--- config.mk ---
export PLATFORM = sky130hd
export DESIGN_NAME = rtc_set_top
export DESIGN_NICKNAME = d
export VERILOG_FILES = /design/src/rtc_set_pkg.sv /design/src/key_pulse.sv /design/src/hold_timer.sv /design/src/rtc_set_fsm.sv /design/src/field_write.sv /design/src/rtc_set_top.sv
export SDC_FILE = /design/constraint.sdc
export NUM_CORES = 1
export LEC_CHECK = 0
export BUFFER_PORTS_ARGS = -buffer_cell sky130_fd_sc_hd__buf_2
export CAP_MARGIN = 20
export CORE_ASPECT_RATIO = 1.5
export CORE_UTILIZATION = 55
export DETAILED_ROUTE_END_ITERATION = 12
export PLACE_DENSITY = 0.82
export SLEW_MARGIN = 20
export SYNTH_ARGS = -nofsm -noshare
export SYNTH_HDL_FRONTEND = slang
export SYNTH_SLANG_ARGS = --single-unit
--- constraint.sdc ---
create_clock -name clk -period 3.7 [get_ports clk]
set_input_delay 0.185 -clock clk [delete_from_list [all_inputs] [get_ports clk]]
set_output_delay 0.185 -clock clk [all_outputs]
set_load 0.05 [all_outputs]
--- src/rtc_set_pkg.sv ---
package rtc_set_pkg;

  localparam int RTC_W = 8; // clock data and address width

  typedef enum logic [3:0] {
    ST_INIT   = 4'h0,
    ST_FORMAT = 4'h1, // 12/24 hour select
    ST_SEC    = 4'h2,
    ST_MIN    = 4'h3,
    ST_HOUR   = 4'h4,
    ST_DATE   = 4'h5,
    ST_MONTH  = 4'h6,
    ST_YEAR   = 4'h7,
    ST_WDAY   = 4'h8,
    ST_WEEK   = 4'h9
  } rtc_field_t;

  typedef enum logic [2:0] {
    CMD_NONE,
    CMD_HALT,
    CMD_RUN,
    CMD_FORMAT,
    CMD_CLEAR,
    CMD_INC,
    CMD_DEC
  } wr_cmd_t;

  localparam logic [RTC_W-1:0] ADDR_CTRL   = 8'h02;
  localparam logic [RTC_W-1:0] ADDR_FORMAT = 8'h00;
  localparam logic [RTC_W-1:0] ADDR_SEC    = 8'h21;
  localparam logic [RTC_W-1:0] ADDR_MIN    = 8'h22;
  localparam logic [RTC_W-1:0] ADDR_HOUR   = 8'h23;
  localparam logic [RTC_W-1:0] ADDR_DATE   = 8'h24;
  localparam logic [RTC_W-1:0] ADDR_MONTH  = 8'h25;
  localparam logic [RTC_W-1:0] ADDR_YEAR   = 8'h26;
  localparam logic [RTC_W-1:0] ADDR_WDAY   = 8'h27;
  localparam logic [RTC_W-1:0] ADDR_WEEK   = 8'h28;

  localparam logic [RTC_W-1:0] DATA_HALT   = 8'h10; // stop bit in ctrl
  localparam logic [RTC_W-1:0] DATA_RUN    = 8'h00;
  localparam logic [RTC_W-1:0] DATA_FORMAT = 8'h10;
  localparam logic [RTC_W-1:0] DATA_CLEAR  = 8'h00;

endpackage

--- src/key_pulse.sv ---
module key_pulse
(
  input  logic clk,
  input  logic rst_n_i,
  input  logic key_i,
  output logic level_o,
  output logic press_o
);

  logic [1:0] sync_q;
  logic       lvl_q;
  logic       press_q;

  always_ff @(posedge clk or negedge rst_n_i)
  begin
    if (!rst_n_i)
    begin
      sync_q  <= 2'b00;
      lvl_q   <= 1'b0;
      press_q <= 1'b0;
    end
    else
    begin
      sync_q  <= {sync_q[0], key_i}; // two flop synchronizer
      lvl_q   <= sync_q[1];          // previous synced level
      press_q <= sync_q[1] & ~lvl_q; // rise only
    end
  end

  assign level_o = sync_q[1];
  assign press_o = press_q;

  // a held key must give a single pulse per press
  a_press_one_shot: assert property (
    @(posedge clk) disable iff (!rst_n_i)
    press_o |=> !press_o
  );

endmodule

--- src/hold_timer.sv ---
module hold_timer
#(
  parameter int LIMIT = 768,
  parameter int CNT_W = 12
)
(
  input  logic clk,
  input  logic rst_n_i,
  input  logic run_i,
  output logic done_o
);

  logic [CNT_W-1:0] cnt_q;
  logic             done_q;

  always_ff @(posedge clk or negedge rst_n_i)
  begin
    if (!rst_n_i)
    begin
      cnt_q  <= '0;
      done_q <= 1'b0;
    end
    else if (!run_i)
    begin
      cnt_q  <= '0; // restart on every release
      done_q <= 1'b0;
    end
    else
    begin
      if (cnt_q != CNT_W'(LIMIT))
      begin
        cnt_q <= cnt_q + 1'b1; // saturates at LIMIT
      end
      done_q <= (cnt_q == CNT_W'(LIMIT));
    end
  end

  assign done_o = done_q;

endmodule

--- src/rtc_set_fsm.sv ---
module rtc_set_fsm
  import rtc_set_pkg::*;
(
  input  logic       clk,
  input  logic       rst_n_i,
  input  logic       edit_en_i,
  input  logic       init_lvl_i,
  input  logic       init_press_i,
  input  logic       reset_press_i,
  input  logic       up_i,
  input  logic       down_i,
  input  logic       left_i,
  input  logic       right_i,
  input  logic       init_done_i,
  input  logic       hold_done_i,
  output rtc_field_t field_o,
  output wr_cmd_t    cmd_o,
  output logic       busy_o
);

  rtc_field_t field_q;
  rtc_field_t field_d;
  rtc_field_t field_next;
  rtc_field_t field_prev;
  wr_cmd_t    cmd_q;
  wr_cmd_t    cmd_d;
  logic       busy_q;
  logic       busy_d;
  logic       init_done_q;
  logic       hold_done_q;
  logic       init_rise;
  logic       hold_rise;

  assign init_rise = init_done_i & ~init_done_q;
  assign hold_rise = hold_done_i & ~hold_done_q;

  // fields form a ring, format only enters it
  assign field_next = (field_q == ST_WEEK || field_q == ST_FORMAT) ?
                      ST_SEC : rtc_field_t'(field_q + 4'd1);
  assign field_prev = (field_q == ST_SEC || field_q == ST_FORMAT) ?
                      ST_WEEK : rtc_field_t'(field_q - 4'd1);

  always_comb
  begin
    field_d = field_q;
    cmd_d   = CMD_NONE;
    busy_d  = busy_q;
    if (field_q == ST_INIT)
    begin
      if (init_rise && !init_lvl_i)
      begin
        cmd_d   = CMD_RUN; // settle time over, release the chip
        busy_d  = 1'b0;
        field_d = ST_FORMAT;
      end
      else if (init_press_i)
      begin
        cmd_d = CMD_HALT;
      end
    end
    else if (hold_rise)
    begin
      cmd_d   = CMD_CLEAR; // long press done
      busy_d  = 1'b0;
      field_d = ST_FORMAT;
    end
    else
    begin
      if (reset_press_i)
      begin
        busy_d = 1'b1;
      end
      if (edit_en_i)
      begin
        if (up_i)
        begin
          cmd_d = (field_q == ST_FORMAT) ? CMD_FORMAT : CMD_INC;
        end
        else if (down_i && field_q != ST_FORMAT)
        begin
          cmd_d = CMD_DEC;
        end
        else if (right_i)
        begin
          field_d = field_next;
        end
        else if (left_i)
        begin
          field_d = field_prev;
        end
      end
    end
  end

  always_ff @(posedge clk or negedge rst_n_i)
  begin
    if (!rst_n_i)
    begin
      field_q     <= ST_INIT;
      cmd_q       <= CMD_NONE;
      busy_q      <= 1'b1; // busy until the chip is released
      init_done_q <= 1'b0;
      hold_done_q <= 1'b0;
    end
    else
    begin
      field_q     <= field_d;
      cmd_q       <= cmd_d;
      busy_q      <= busy_d;
      init_done_q <= init_done_i;
      hold_done_q <= hold_done_i;
    end
  end

  assign field_o = field_q;
  assign cmd_o   = cmd_q;
  assign busy_o  = busy_q;

  a_state_legal: assert property (
    @(posedge clk) disable iff (!rst_n_i)
    field_q inside {[ST_INIT:ST_WEEK]}
  );

  a_adjust_in_field: assert property (
    @(posedge clk) disable iff (!rst_n_i)
    cmd_q inside {CMD_INC, CMD_DEC} |-> !(field_q inside {ST_INIT, ST_FORMAT})
  );

endmodule

--- src/field_write.sv ---
module field_write
  import rtc_set_pkg::*;
(
  input  logic             clk,
  input  logic             rst_n_i,
  input  wr_cmd_t          cmd_i,
  input  rtc_field_t       field_i,
  input  logic [RTC_W-1:0] sec_i,
  input  logic [RTC_W-1:0] min_i,
  input  logic [RTC_W-1:0] hour_i,
  input  logic [RTC_W-1:0] date_i,
  input  logic [RTC_W-1:0] month_i,
  input  logic [RTC_W-1:0] year_i,
  input  logic [RTC_W-1:0] wday_i,
  input  logic [RTC_W-1:0] week_i,
  output logic [RTC_W-1:0] rtc_addr_o,
  output logic [RTC_W-1:0] rtc_data_o,
  output logic             rtc_wr_o
);

  logic [RTC_W-1:0] fld_addr;
  logic [RTC_W-1:0] fld_val;
  logic [RTC_W-1:0] wr_addr;
  logic [RTC_W-1:0] wr_data;
  logic [RTC_W-1:0] addr_q;
  logic [RTC_W-1:0] data_q;
  logic             wr_q;

  always_comb
  begin
    fld_addr = ADDR_FORMAT;
    fld_val  = '0;
    case (field_i)
      ST_SEC:   {fld_addr, fld_val} = {ADDR_SEC, sec_i};
      ST_MIN:   {fld_addr, fld_val} = {ADDR_MIN, min_i};
      ST_HOUR:  {fld_addr, fld_val} = {ADDR_HOUR, hour_i};
      ST_DATE:  {fld_addr, fld_val} = {ADDR_DATE, date_i};
      ST_MONTH: {fld_addr, fld_val} = {ADDR_MONTH, month_i};
      ST_YEAR:  {fld_addr, fld_val} = {ADDR_YEAR, year_i};
      ST_WDAY:  {fld_addr, fld_val} = {ADDR_WDAY, wday_i};
      ST_WEEK:  {fld_addr, fld_val} = {ADDR_WEEK, week_i};
      default:  {fld_addr, fld_val} = {ADDR_FORMAT, {RTC_W{1'b0}}};
    endcase
  end

  always_comb
  begin
    wr_addr = fld_addr;
    wr_data = fld_val;
    case (cmd_i)
      CMD_HALT:   {wr_addr, wr_data} = {ADDR_CTRL, DATA_HALT};
      CMD_RUN:    {wr_addr, wr_data} = {ADDR_CTRL, DATA_RUN};
      CMD_FORMAT: {wr_addr, wr_data} = {ADDR_FORMAT, DATA_FORMAT};
      CMD_CLEAR:  {wr_addr, wr_data} = {ADDR_FORMAT, DATA_CLEAR};
      CMD_INC:    wr_data = fld_val + 1'b1; // wraps mod 256
      CMD_DEC:    wr_data = fld_val - 1'b1;
      default:    wr_data = fld_val;
    endcase
  end

  always_ff @(posedge clk or negedge rst_n_i)
  begin
    if (!rst_n_i)
    begin
      addr_q <= '0;
      data_q <= '0;
      wr_q   <= 1'b0;
    end
    else
    begin
      wr_q <= (cmd_i != CMD_NONE);
      if (cmd_i != CMD_NONE)
      begin
        addr_q <= wr_addr; // held until the next write
        data_q <= wr_data;
      end
    end
  end

  assign rtc_addr_o = addr_q;
  assign rtc_data_o = data_q;
  assign rtc_wr_o   = wr_q;

  // relies on the FSM issuing single-cycle commands
  a_wr_one_cycle: assert property (
    @(posedge clk) disable iff (!rst_n_i)
    rtc_wr_o |=> !rtc_wr_o
  );

endmodule

--- src/rtc_set_top.sv ---
module rtc_set_top
  import rtc_set_pkg::*;
#(
  parameter int INIT_CYCLES = 768,
  parameter int HOLD_CYCLES = 2048,
  parameter int CNT_W       = 12
)
(
  input  logic             clk,
  input  logic             rst_n_i,
  input  logic             init_key_i,
  input  logic             reset_key_i,
  input  logic             edit_en_i,
  input  logic             up_key_i,
  input  logic             down_key_i,
  input  logic             left_key_i,
  input  logic             right_key_i,
  input  logic [RTC_W-1:0] sec_i,
  input  logic [RTC_W-1:0] min_i,
  input  logic [RTC_W-1:0] hour_i,
  input  logic [RTC_W-1:0] date_i,
  input  logic [RTC_W-1:0] month_i,
  input  logic [RTC_W-1:0] year_i,
  input  logic [RTC_W-1:0] wday_i,
  input  logic [RTC_W-1:0] week_i,
  output logic [RTC_W-1:0] rtc_addr_o,
  output logic [RTC_W-1:0] rtc_data_o,
  output logic             rtc_wr_o,
  output logic             busy_o
);

  logic       init_lvl;
  logic       init_press;
  logic       reset_lvl;
  logic       reset_press;
  logic       up_press;
  logic       down_press;
  logic       left_press;
  logic       right_press;
  logic       init_done;
  logic       hold_done;
  rtc_field_t field;
  wr_cmd_t    cmd;

  key_pulse u_key_init  (.clk, .rst_n_i, .key_i(init_key_i),  .level_o(init_lvl),
                         .press_o(init_press));
  key_pulse u_key_reset (.clk, .rst_n_i, .key_i(reset_key_i), .level_o(reset_lvl),
                         .press_o(reset_press));
  key_pulse u_key_up    (.clk, .rst_n_i, .key_i(up_key_i),    .level_o(),
                         .press_o(up_press));
  key_pulse u_key_down  (.clk, .rst_n_i, .key_i(down_key_i),  .level_o(),
                         .press_o(down_press));
  key_pulse u_key_left  (.clk, .rst_n_i, .key_i(left_key_i),  .level_o(),
                         .press_o(left_press));
  key_pulse u_key_right (.clk, .rst_n_i, .key_i(right_key_i), .level_o(),
                         .press_o(right_press));

  // settle time runs with both control keys released
  hold_timer #(.LIMIT(INIT_CYCLES), .CNT_W(CNT_W)) u_init_timer (
    .clk, .rst_n_i, .run_i(!init_lvl && !reset_lvl), .done_o(init_done)
  );

  hold_timer #(.LIMIT(HOLD_CYCLES), .CNT_W(CNT_W)) u_hold_timer (
    .clk, .rst_n_i, .run_i(reset_lvl), .done_o(hold_done)
  );

  rtc_set_fsm u_fsm (
    .clk, .rst_n_i, .edit_en_i,
    .init_lvl_i(init_lvl), .init_press_i(init_press), .reset_press_i(reset_press),
    .up_i(up_press), .down_i(down_press), .left_i(left_press), .right_i(right_press),
    .init_done_i(init_done), .hold_done_i(hold_done),
    .field_o(field), .cmd_o(cmd), .busy_o
  );

  field_write u_field_write (
    .clk, .rst_n_i, .cmd_i(cmd), .field_i(field),
    .sec_i, .min_i, .hour_i, .date_i, .month_i, .year_i, .wday_i, .week_i,
    .rtc_addr_o, .rtc_data_o, .rtc_wr_o
  );

endmodule

==> Yosys cells after proc, flatten, opt, wreduce, memory -nomap -nowiden <==
Index checks and enable logic that the tools add are counted.
Widths: inputs -> output; s select.
{ "word_totals": {"ff_bits": 77, "input_bits": 73, "output_inout_bits": 18} }
{ "classes": {"addsub": 6, "eq_ne": 25, "n_mux": 32, "bitwise": 16, "reduce_logical": 18} }
{ "op_table": {"columns": ["op", "count"], "rows": [
  ["$pmux 8 s8", 1],
  ["$mux 12", 4],
  ["$pmux 6 s8", 1],
  ["$mux 4", 10],
  ["$pmux 8 s4", 1],
  ["$add 12x1->12 const B", 2],
  ["$mux 3", 7],
  ["$eq 4x3->1 const B", 4],
  ["$eq 12x10->1 const B", 1],
  ["$eq 12x12->1 const B", 1],
  ["$ne 12x10->1 const B", 1],
  ["$ne 12x12->1 const B", 1],
  ["$pmux 6 s2", 1],
  ["$eq 3x3->1 const B", 3],
  ["$reduce_bool 3->1", 3],
  ["$add 8x1->8 const B", 1],
  ["$and 1x1->1", 8],
  ["$eq 4x2->1 const B", 2],
  ["$eq 4x4->1 const B", 2],
  ["$not 1->1", 8],
  ["$reduce_or 2->1", 4],
  ["$sub 8x1->8 const B", 1],
  ["$mux 1", 7],
  ["$eq 3x2->1 const B", 2],
  ["15 further kinds", 21]
]} }

==> Logic depth before layout (Yosys ltp) <==
Gate-level depths: netlist of the first run.
{ "depth": {"ltp_word": 10, "mapped_depth": 14, "mapped_depth_nobuf": 13} }

==> By module <==
From an unflattened synthesis of the first run, not the netlist that was laid out.
{ "unflattened": {"cells_unflattened": 473, "hier_area_um2": 4501.8} }
{ "modules_own_cells": {"columns": ["mod", "instances", "cells_each", "area_per_inst_um2"], "rows": [
  ["field_write", 1, 231, 1751.7],
  ["hold_timer (u_init_timer)", 1, 71, 708.2],
  ["key_pulse", 6, 5, 113.9],
  ["hold_timer (u_hold_timer)", 1, 71, 680.7],
  ["rtc_set_fsm", 1, 69, 674.4],
  ["rtc_set_top", 1, 1, 3.8]
]} }

==> Worst setup path after synthesis of the first run <==
No wires, ideal clock.
{ "synth_path": {"path_kind": "reg-to-reg", "from": "register u_fsm.field_q[1], in the netlist u_fsm.field_o[1]", "to": "register u_field_write.data_q[5], in the netlist u_field_write.rtc_data_o[5]", "setup_time_ns": 0.124, "t_arrival_ns": 2.989, "required_ns": 3.576, "setup_slack_ns": 0.587, "stages_incl_launch_ff": 15, "n_path_buf": 1, "cell_sequence": "dfrtp_1 inv_1 ha_1 buf_2 a222oi_1 nor2_1 a2111oi_4 inv_1 ha_1 nand2_1 a211oi_1 a2111oi_4 o21ai_2 nor4b_2 a211o_1"} }
{ "synth_between": {"elab_chain_len": 4, "elab_cells_between_ends": 12, "cone_classes": "add/sub (2); eq/ne (8); mux (2)"} }
{ "synth_rtl": {"columns": ["element", "line_no", "text"], "rows": [
  ["start: declaration", "rtc_set_fsm.sv:21", "rtc_field_t field_q;"],
  ["start signal: assignment", "rtc_set_fsm.sv:107", "field_q <= field_d;"],
  ["$eq 4x4->1 (tied with other cells)", "field_write.sv:33", "case (field_i)"],
  ["$pmux 8 s8 (*)", "field_write.sv:33", null],
  ["$sub 8x1->8 or $add 8x1->8 (tied branches)", "field_write.sv:56, field_write.sv:55", null],
  ["$pmux 8 s4 (*)", "field_write.sv:50", "case (cmd_i)"],
  ["end signal: assignment", "field_write.sv:75", "data_q <= wr_data;"],
  ["end: declaration", "field_write.sv:26", "logic [RTC_W-1:0] data_q;"]
]} }
Every way passes the cells marked *; elsewhere a longest branch is shown, timed or not.
A chain may end at the register's enable or synchronous reset.

==> Final worst setup path of the first run <==
{ "layout_path": {"from": "register u_fsm.field_q[0], in the netlist u_fsm.field_o[0]", "to": "register u_field_write.data_q[5], in the netlist u_field_write.rtc_data_o[5]"} }
The elaborated chain is that of the path after synthesis.

==> report_table.html, run 1 <==
<table>
<tr><th>Metric</th><th>Value</th></tr>
<tr><th colspan="2">Setup path</th></tr>
<tr><td>Maximum fanout along the worst path</td><td>12</td></tr>
<tr><td>Worst setup startpoint</td><td>u_fsm.field_o[0]</td></tr>
<tr><td>Worst reg2reg path startpoint</td><td>u_fsm.field_o[0]</td></tr>
<tr><td>Capture point of the worst reg-to-reg path</td><td>u_field_write.rtc_data_o[5]</td></tr>
<tr><td>Count of cells along the worst register-to-register path</td><td>12</td></tr>
<tr><td>FF-to-FF setup slack</td><td>around 0.25 ns</td></tr>
<tr><td>Endpoint type of the worst setup path</td><td>flop</td></tr>
<tr><td>Capturing element of the worst setup path</td><td>u_field_write.rtc_data_o[5]</td></tr>
<tr><td>Required @ worst endpoint</td><td>between 3 and 4 ns</td></tr>
<tr><td>Kind of critical path</td><td>flop to flop</td></tr>
<tr><td>Worst endpoint data arrival time</td><td>~3.7 ns</td></tr>
<tr><td>Element type at the critical path start</td><td>flop</td></tr>
<tr><th colspan="2">Routing</th></tr>
<tr><td>Number of routed nets with antenna violations</td><td>0</td></tr>
<tr><td>Total wire length after detailed routing</td><td>between 10000 and 15000 µm</td></tr>
<tr><td>Via-to-Cell Ratio</td><td>between 6 and 7</td></tr>
<tr><td>Iteration-0 DRC Markers</td><td>between 300 and 400</td></tr>
<tr><td>Average detailed-routed wire length per instance</td><td>between 15 and 20 µm</td></tr>
<tr><td>Detailed-route DRC error count</td><td>0</td></tr>
<tr><td>First-pass iteration count of the detailed router</td><td>5</td></tr>
<tr><td>Vias post-DR</td><td>between 3000 and 4000</td></tr>
<tr><th colspan="2">Global route</th></tr>
<tr><td>Overall routing resource usage</td><td>0.3027</td></tr>
<tr><td>Number of global-route vias before repair</td><td>slightly below 4000</td></tr>
<tr><td>Wire length of the first global-routing pass</td><td>roughly 18000 µm</td></tr>
<tr><td>Global-route congestion overflow total</td><td>0</td></tr>
<tr><td>Antenna violations before repair</td><td>0</td></tr>
<tr><td>Largest net degree at the start of global routing</td><td>31</td></tr>
<tr><th colspan="2">STA</th></tr>
<tr><td>RSZ-0062 raised after global routing</td><td>no</td></tr>
<tr><td>Final Hold Vio Count</td><td>0</td></tr>
<tr><td>Max-slew violations</td><td>0</td></tr>
<tr><td>Total Neg Setup Slack</td><td>0 ns</td></tr>
<tr><td>Minimum period implied by the final worst setup slack</td><td>~3.4 ns</td></tr>
<tr><td>Setup violations, final</td><td>0</td></tr>
<tr><td>Fin crit share</td><td>0.9321</td></tr>
<tr><td>Relative slew margins</td><td>0.5051</td></tr>
<tr><td>Peak clock frequency supported by timing</td><td>roughly 0.29 GHz</td></tr>
<tr><td>Measured slew at the worst slew-check pin</td><td>0.7410 ns</td></tr>
<tr><td>Final setup slack of the worst path</td><td>between 0.2 and 0.3 ns</td></tr>
<tr><td>Clock Skew</td><td>approximately 0.011 ns</td></tr>
<tr><th colspan="2">Yosys</th></tr>
<tr><td>Mean instance size in the synthesized netlist</td><td>between 9 and 10 µm²</td></tr>
<tr><td>Number of unique standard cell types used by synthesis</td><td>67</td></tr>
<tr><td>Synth warnings</td><td>0</td></tr>
<tr><td>Prevailing post-synth register cell</td><td>dfrtp_1</td></tr>
<tr><td>Post-synth EDFFs</td><td>0</td></tr>
<tr><td>Fraction of the yosys area taken by sequential cells</td><td>0.4374</td></tr>
<tr><td>Number of storage elements in the synthesis netlist</td><td>74</td></tr>
<tr><td>Async set-or-reset flop fraction in the synthesized netlist</td><td>1.000</td></tr>
<tr><td>Synthesized area</td><td>4237 µm²</td></tr>
<tr><td>Number of instances in the synthesized netlist</td><td>approximately 450</td></tr>
<tr><th colspan="2">Placed design</th></tr>
<tr><td>Total half-perimeter wirelength after legalization and detailed placement</td><td>around 8300 µm</td></tr>
<tr><td>Worst-case setup slack after placement</td><td>roughly 0.25 ns</td></tr>
<tr><td>Number of buffers added on ports</td><td>87</td></tr>
<tr><td>Final estimated routing congestion in global placement</td><td>roughly 0.99</td></tr>
<tr><th colspan="2">CTS</th></tr>
<tr><td>TritonCTS clock tree</td><td>yes</td></tr>
<tr><td>Number of buffers added by the clock tree synthesis step</td><td>9</td></tr>
<tr><td>Maximum level of the CTS H-tree</td><td>3</td></tr>
<tr><td>Number of buffers on the longest clock path</td><td>2</td></tr>
<tr><td>Post-CTS setup repair buffer count</td><td>0</td></tr>
<tr><td>Number of clock sinks seen by CTS</td><td>74</td></tr>
<tr><td>Clock root buffer</td><td>clkbuf_8</td></tr>
<tr><td>Insertion delay to the later sink of the worst-skew pair</td><td>0.35 ns</td></tr>
<tr><td>Clk slew on worst S/H paths</td><td>~0.08 ns</td></tr>
<tr><th colspan="2">Power</th></tr>
<tr><td>Worst voltage drop across the vdd grid</td><td>between 0.0004 and 0.0005 V</td></tr>
<tr><td>Total design power</td><td>about 2.8 mW</td></tr>
<tr><td>Power density over the cells</td><td>between 500 and 600 nW/µm²</td></tr>
<tr><td>Part of the total power dissipated in sequential elements</td><td>0.339</td></tr>
<tr><td>Portion of total power attributed to the clock network</td><td>0.245</td></tr>
<tr><td>Combinational group share of total power</td><td>0.416</td></tr>
<tr><td>Total net switching power</td><td>roughly 1.1 mW</td></tr>
<tr><td>Static power due to leakage</td><td>2.303 nW</td></tr>
<tr><td>Net switching share of the total power</td><td>0.3938</td></tr>
<tr><td>Design internal power</td><td>~1.7 mW</td></tr>
<tr><th colspan="2">Floorplanning</th></tr>
<tr><td>Standard-cell row count</td><td>38</td></tr>
<tr><td>Std-Cell Core Area</td><td>between 7000 and 8000 µm²</td></tr>
<tr><td>I/O pin total</td><td>91</td></tr>
<tr><td>Starting density of the core</td><td>0.5786</td></tr>
<tr><td>Die X-Extent</td><td>about 74 µm</td></tr>
<tr><td>Die area</td><td>8065 µm²</td></tr>
<tr><td>Die height</td><td>109.5 µm</td></tr>
<tr><th colspan="2">Final layout</th></tr>
<tr><td>Layout overhead on the synthesized area</td><td>18.81%</td></tr>
<tr><td>Fillcell total</td><td>slightly above 600</td></tr>
<tr><td>Layout cell share with drive strength beyond 1</td><td>0.2523</td></tr>
<tr><td>Antenna diodes</td><td>0</td></tr>
<tr><td>Most common library cell in the layout ignoring fill and taps</td><td>buf_2</td></tr>
<tr><td>Nets</td><td>roughly 630</td></tr>
<tr><td>Highest-count cells in the layout ignoring fill and taps</td><td>buf_2 (87), dfrtp_1 (73), nor2_1 (44)</td></tr>
<tr><th colspan="2">Flow run</th></tr>
<tr><td>Maximum capacitance violations</td><td>0</td></tr>
<tr><th colspan="2">Run status</th></tr>
<tr><td>Status</td><td>complete, no violations</td></tr>
<tr><th colspan="2">Hold path</th></tr>
<tr><td>Hold crit path type</td><td>primary input to flop</td></tr>
</table>
[area by class of cell]
type	count	area [µm²]	area share
multi-input cells	327	2167	0.4305
clock buffers	10	127.6	0.02535
repair buffers	106	595.6	0.1183
flip-flops and latches	74	1853	0.3681
well taps	100	125.1	0.02486
inverters	20	75.07	0.01491
clock inverters	6	90.09	0.01790
[flip-flops by register name, indices dropped and copies added, names as in the netlist, 2 cells and up]
register                  flops
u_key_left.sync_q             2
u_fsm.cmd_o                   3
u_key_right.sync_q            2
u_key_init.sync_q             2
u_fsm.field_o                 4
u_field_write.rtc_data_o      8
u_field_write.rtc_addr_o      5
u_key_reset.sync_q            2
u_hold_timer.cnt_q           12
u_key_down.sync_q             2
u_init_timer.cnt_q           12
u_key_up.sync_q               2
[synth_stat cells (8+ instances only)]
cell type | instances | area, µm²
nor3_1 | 9 | 45.04
o21ai_0 | 20 | 100.1
buf_2 | 9 | 45.04
inv_1 | 19 | 71.32
nand3_1 | 33 | 165.2
dfrtp_1 | 73 | 1827
nand2_1 | 33 | 123.9
xnor2_1 | 8 | 70.07
a21oi_1 | 26 | 130.1
ha_1 | 15 | 187.7
nor2b_1 | 13 | 81.33
nor2_1 | 44 | 165.2
xor2_1 | 12 | 105.1
clkbuf_1 | 8 | 30.03
[cell families after synthesis]
kind of cell / after synthesis / share of synthesized area
other cells: 1 / 0.0008852
mux: 3 / 0.007383
flops: 74 / 0.4374
xor+xnor: 20 / 0.04135
fa+ha+maj: 16 / 0.04903
buf+inv: 46 / 0.05404
simple gates: 173 / 0.2085
compound gates: 112 / 0.2014
[layer usage]
metal / vias up / track usage / wire [µm]
met5: - / 0 / 0
li1: 1790 / - / -
met2: 220 / 0.5321 / 5821
met4: 0 / 0.2376 / 733
met3: 67 / 0.07241 / 761
met1: 1816 / 0.2979 / 3864
[repair_timing]
| item | in CTS | in global routing |
|---|---|---|
| gates resized for setup | 0 | 2 |
| endpoints found under the hold margin | 33 | 0 |
| hold buffers | 7 | 0 |
| setup endpoints to repair | 0 | 3 |
[metrics by stage]
| step | area [µm²] | util | hold WS [ns] | instances |
|---|---|---|---|---|
| 3_5_place_dp | 4741 | 0.6475 | 0.2606 | 620 |
| 6_report | 5034 | 0.6875 | 0.1400 | 643 |
| 2_1_floorplan | 4244 | - | -0.1106 | 447 |
| 4_1_cts | 5029 | 0.6868 | 0.1184 | 643 |
| 3_3_place_gp | 4741 | 0.6475 | 0.2554 | 620 |
| 5_1_grt | 5034 | 0.6875 | 0.1831 | 643 |
[power groups by stage]
| stage | registers (mW) | logic (mW) | clock network (mW) |
|---|---|---|---|
| 2_1_floorplan | 1.00 | 0.776 | 0 |
| 3_3_place_gp | 0.950 | 1.09 | 0 |
| 3_5_place_dp | 0.956 | 1.12 | 0 |
| 4_1_cts | 0.939 | 1.13 | 0.696 |
| 5_1_grt | 0.946 | 1.25 | 0.728 |
| 6_report | 0.941 | 1.16 | 0.680 |
[worst max-delay path, stage by stage (launching register included)]
cell       delay, ns
dfrtp_1         0.43
inv_1           0.14
ha_1            0.38
and3b_1         0.32
a222oi_1        0.37
o31ai_1         0.16
ha_1            0.42
nand4b_1        0.18
o32ai_2         0.11
a2111oi_4       0.39
o21ai_2         0.13
nor4b_2         0.23
a211o_1         0.13
[how the worst min path moves through the flow]
stage	start	end	slack (ns)	cells after the start
3_3_place_gp	rst_n_i	u_fsm.field_o[2]	0.26	1
5_1_grt	edit_en_i	u_fsm.cmd_o[0]	0.18	3
3_5_place_dp	rst_n_i	u_fsm.field_o[2]	0.26	1
6_report	edit_en_i	u_fsm.cmd_o[0]	0.14	3
2_1_floorplan	rst_n_i	u_field_write.rtc_addr_o[0]	-0.11	0
4_1_cts	edit_en_i	u_fsm.cmd_o[0]	0.12	3
No activity file was read; power rests on OpenSTA's default activity.
==> run 2: changes to the inputs <==
--- a/config.mk
+++ b/config.mk
@@ -10,7 +10,7 @@
 export CORE_ASPECT_RATIO = 1.5
 export CORE_UTILIZATION = 55
 export DETAILED_ROUTE_END_ITERATION = 12
-export PLACE_DENSITY = 0.82
+export PLACE_DENSITY = 0.8
 export SLEW_MARGIN = 20
 export SYNTH_ARGS = -nofsm -noshare
 export SYNTH_HDL_FRONTEND = slang
==> run 2 against run 1 <==
Core utilization grew 0.12 points; critical path depth rose by 2; sequential power grew 0.6%; critical path type unchanged; critical endpoint is now u_field_write.rtc_data_o[7]; largest power group unchanged.
==> report_table.html, run 2 (same netlist as run 1, synthesis figures left out) <==
<table>
<tr><th>Metric</th><th>Value</th></tr>
<tr><th colspan="2">Run status</th></tr>
<tr><td>Status</td><td>complete, no violations</td></tr>
<tr><th colspan="2">Placed design</th></tr>
<tr><td>Final estimated routing congestion in global placement</td><td>between 0.9 and 1</td></tr>
<tr><td>Cells after DPL</td><td>just over 600</td></tr>
<tr><td>Number of buffers added on ports</td><td>87</td></tr>
<tr><td>Total half-perimeter wirelength after legalization and detailed placement</td><td>a little under 8000 µm</td></tr>
<tr><th colspan="2">Setup path</th></tr>
<tr><td>Worst reg2reg path startpoint</td><td>u_fsm.field_o[0]</td></tr>
<tr><td>Element type at the critical path start</td><td>flop</td></tr>
<tr><td>Worst endpoint data arrival time</td><td>3.61 ns</td></tr>
<tr><td>Required @ worst endpoint</td><td>between 3 and 4 ns</td></tr>
<tr><td>Crit path largest cell delay</td><td>about 0.44 ns</td></tr>
<tr><td>Highest-delay cell along the critical path</td><td>dfrtp_1</td></tr>
<tr><td>Chain of cells forming the critical path</td><td>inv_1 &gt; ha_1 &gt; buf_4 &gt; a222oi_1 &gt; nor2_1 &gt; a2111oi_4 &gt; inv_1 &gt; ha_1 &gt; nand2_1 &gt; o32ai_2 &gt; a2111oi_4 &gt; o31ai_1 &gt; a21o_1 &gt; nand3_1</td></tr>
<tr><td>Maximum fanout along the worst path</td><td>9</td></tr>
<tr><td>Worst setup startpoint</td><td>u_fsm.field_o[0]</td></tr>
<tr><td>Endpoint type of the worst setup path</td><td>flop</td></tr>
<tr><td>Kind of critical path</td><td>flop to flop</td></tr>
<tr><th colspan="2">Hold path</th></tr>
<tr><td>Hold wc startpoint</td><td>edit_en_i</td></tr>
<tr><td>Hold crit path type</td><td>primary input to flop</td></tr>
<tr><th colspan="2">Global route</th></tr>
<tr><td>Wire length of the first global-routing pass</td><td>about 18000 µm</td></tr>
<tr><td>Largest net degree at the start of global routing</td><td>42</td></tr>
<tr><td>Overall routing resource usage</td><td>0.2980</td></tr>
<tr><td>Global-route congestion overflow total</td><td>0</td></tr>
<tr><td>Antenna violations before repair</td><td>0</td></tr>
<tr><td>Number of global-route vias before repair</td><td>roughly 3800</td></tr>
<tr><th colspan="2">CTS</th></tr>
<tr><td>Number of buffers on the longest clock path</td><td>2</td></tr>
<tr><td>Clk slew on worst S/H paths</td><td>approximately 0.09 ns</td></tr>
<tr><td>Number of clock sinks seen by CTS</td><td>74</td></tr>
<tr><td>Post-CTS setup repair buffer count</td><td>0</td></tr>
<tr><td>Maximum level of the CTS H-tree</td><td>3</td></tr>
<tr><td>TritonCTS clock tree</td><td>yes</td></tr>
<tr><td>Number of buffers added by the clock tree synthesis step</td><td>9</td></tr>
<tr><td>Clock root buffer</td><td>clkbuf_8</td></tr>
<tr><td>Insertion delay to the later sink of the worst-skew pair</td><td>0.35 ns</td></tr>
<tr><th colspan="2">Final layout</th></tr>
<tr><td>Non-filler instance count after layout</td><td>644</td></tr>
<tr><td>Layout overhead on the synthesized area</td><td>19.02%</td></tr>
<tr><td>Highest-count cells in the layout ignoring fill and taps</td><td>buf_2 (87), dfrtp_1 (73), nor2_1 (44)</td></tr>
<tr><td>Antenna diodes</td><td>0</td></tr>
<tr><td>Layout cell share with drive strength beyond 1</td><td>0.2537</td></tr>
<tr><td>Most common library cell in the layout ignoring fill and taps</td><td>buf_2</td></tr>
<tr><td>Nets</td><td>about 630</td></tr>
<tr><th colspan="2">STA</th></tr>
<tr><td>Final Hold Vio Count</td><td>0</td></tr>
<tr><td>Max-slew violations</td><td>0</td></tr>
<tr><td>Measured slew at the worst slew-check pin</td><td>0.9330 ns</td></tr>
<tr><td>Setup violations, final</td><td>0</td></tr>
<tr><td>Minimum period implied by the final worst setup slack</td><td>around 3.4 ns</td></tr>
<tr><td>Clock Skew</td><td>approximately 0.013 ns</td></tr>
<tr><td>Total Neg Setup Slack</td><td>0 ns</td></tr>
<tr><td>Fin crit share</td><td>0.9116</td></tr>
<tr><td>Relative slew margins</td><td>0.3780</td></tr>
<tr><td>RSZ-0062 raised after global routing</td><td>no</td></tr>
<tr><td>Peak clock frequency supported by timing</td><td>0.2965 GHz</td></tr>
<tr><th colspan="2">Power</th></tr>
<tr><td>Total design power</td><td>approximately 2.8 mW</td></tr>
<tr><td>Static power due to leakage</td><td>between 2 and 2.5 nW</td></tr>
<tr><td>Power density over the cells</td><td>approximately 550 nW/µm²</td></tr>
<tr><td>Worst voltage drop across the vdd grid</td><td>roughly 0.00044 V</td></tr>
<tr><th colspan="2">Flow run</th></tr>
<tr><td>Maximum capacitance violations</td><td>0</td></tr>
<tr><th colspan="2">Routing</th></tr>
<tr><td>First-pass iteration count of the detailed router</td><td>5</td></tr>
<tr><td>Detailed-route DRC error count</td><td>0</td></tr>
<tr><td>Vias post-DR</td><td>~3800</td></tr>
<tr><td>Total wire length after detailed routing</td><td>11100 µm</td></tr>
<tr><td>Number of routed nets with antenna violations</td><td>0</td></tr>
<tr><td>Average detailed-routed wire length per instance</td><td>around 17 µm</td></tr>
<tr><td>Via-to-Cell Ratio</td><td>a little under 6</td></tr>
<tr><td>Iteration-0 DRC Markers</td><td>approximately 310</td></tr>
<tr><th colspan="2">Floorplanning</th></tr>
<tr><td>Die height</td><td>109.5 µm</td></tr>
<tr><td>Die X-Extent</td><td>73.66 µm</td></tr>
<tr><td>I/O pin total</td><td>91</td></tr>
<tr><td>Die area</td><td>8065 µm²</td></tr>
<tr><td>Starting density of the core</td><td>0.5786</td></tr>
<tr><td>Std-Cell Core Area</td><td>approximately 7300 µm²</td></tr>
<tr><td>Standard-cell row count</td><td>38</td></tr>
</table>
-- run 2: worst max-delay path: cells and delay by family, from the launching register on --
| family | cells | cell delay (ns) |
|---|---|---|
| AO/OA/AOI/OAI | 6 | 1.58 |
| buffers and inverters | 3 | 0.40 |
| flip-flops | 1 | 0.44 |
| adder cells (fa/ha/maj) | 2 | 0.55 |
| AND/OR/NAND/NOR | 3 | 0.28 |
-- run 2: path summary, 6_finish.rpt --
kind	endpoint	slack (ns)	cells after the start
worst max register to register	u_field_write.rtc_data_o[7]	0.33	14
worst min register to register	u_key_up.sync_q[1]	0.35	0
worst min-delay path	u_fsm.cmd_o[0]	0.13	3
min in group asynchronous	u_hold_timer.cnt_q[9]	0.52	2
max in group asynchronous	u_init_timer.cnt_q[2]	2.35	3
worst max-delay path	u_field_write.rtc_data_o[7]	0.33	14
-- run 2: layer usage --
metal  vias up  share of wire  GRT usage
met5         -              0          0
met4         0          0.046     0.1841
met3        42          0.066    0.08249
met2       192           0.53     0.5229
met1      1799           0.36     0.3089
li1       1786              -          -
-- run 2: area by class of cell --
cell class	count	area (µm²)
Fill cell	603	2280
Tap cell	100	125.1
Clock buffer	10	127.6
Multi-Input combinational cell	327	2167
Timing Repair Buffer	107	603.1
Sequential cell	74	1853
Inverter	20	75.07
Clock inverter	6	91.34
-- run 2: where the power goes --
group / internal (mW) / switching (mW) / leakage, nW
logic: 0.443 / 0.726 / 1.24
registers: 0.868 / 0.0789 / 0.958
clock network: 0.381 / 0.302 / 0.0987
-- run 2: timing repair --
item / 4_1_cts / 5_1_grt
endpoints found under the hold margin: 44 / 0
setup endpoints to repair: 0 / 1
hold buffers: 7 / 0
gates resized for setup: 0 / 1
-- run 2: through the flow --
step	utilization	setup WS [ns]	instance area, µm²	hold WS (ns)
after CTS	0.6880	0.2607	5037	0.1091
after detailed placement	0.6485	0.2818	4748	0.2943
after global placement	0.6485	0.4764	4748	0.2927
final	0.6887	0.3272	5042	0.1279
after floorplan	-	0.5874	4244	-0.1106
after global routing	0.6887	0.1020	5042	0.1498
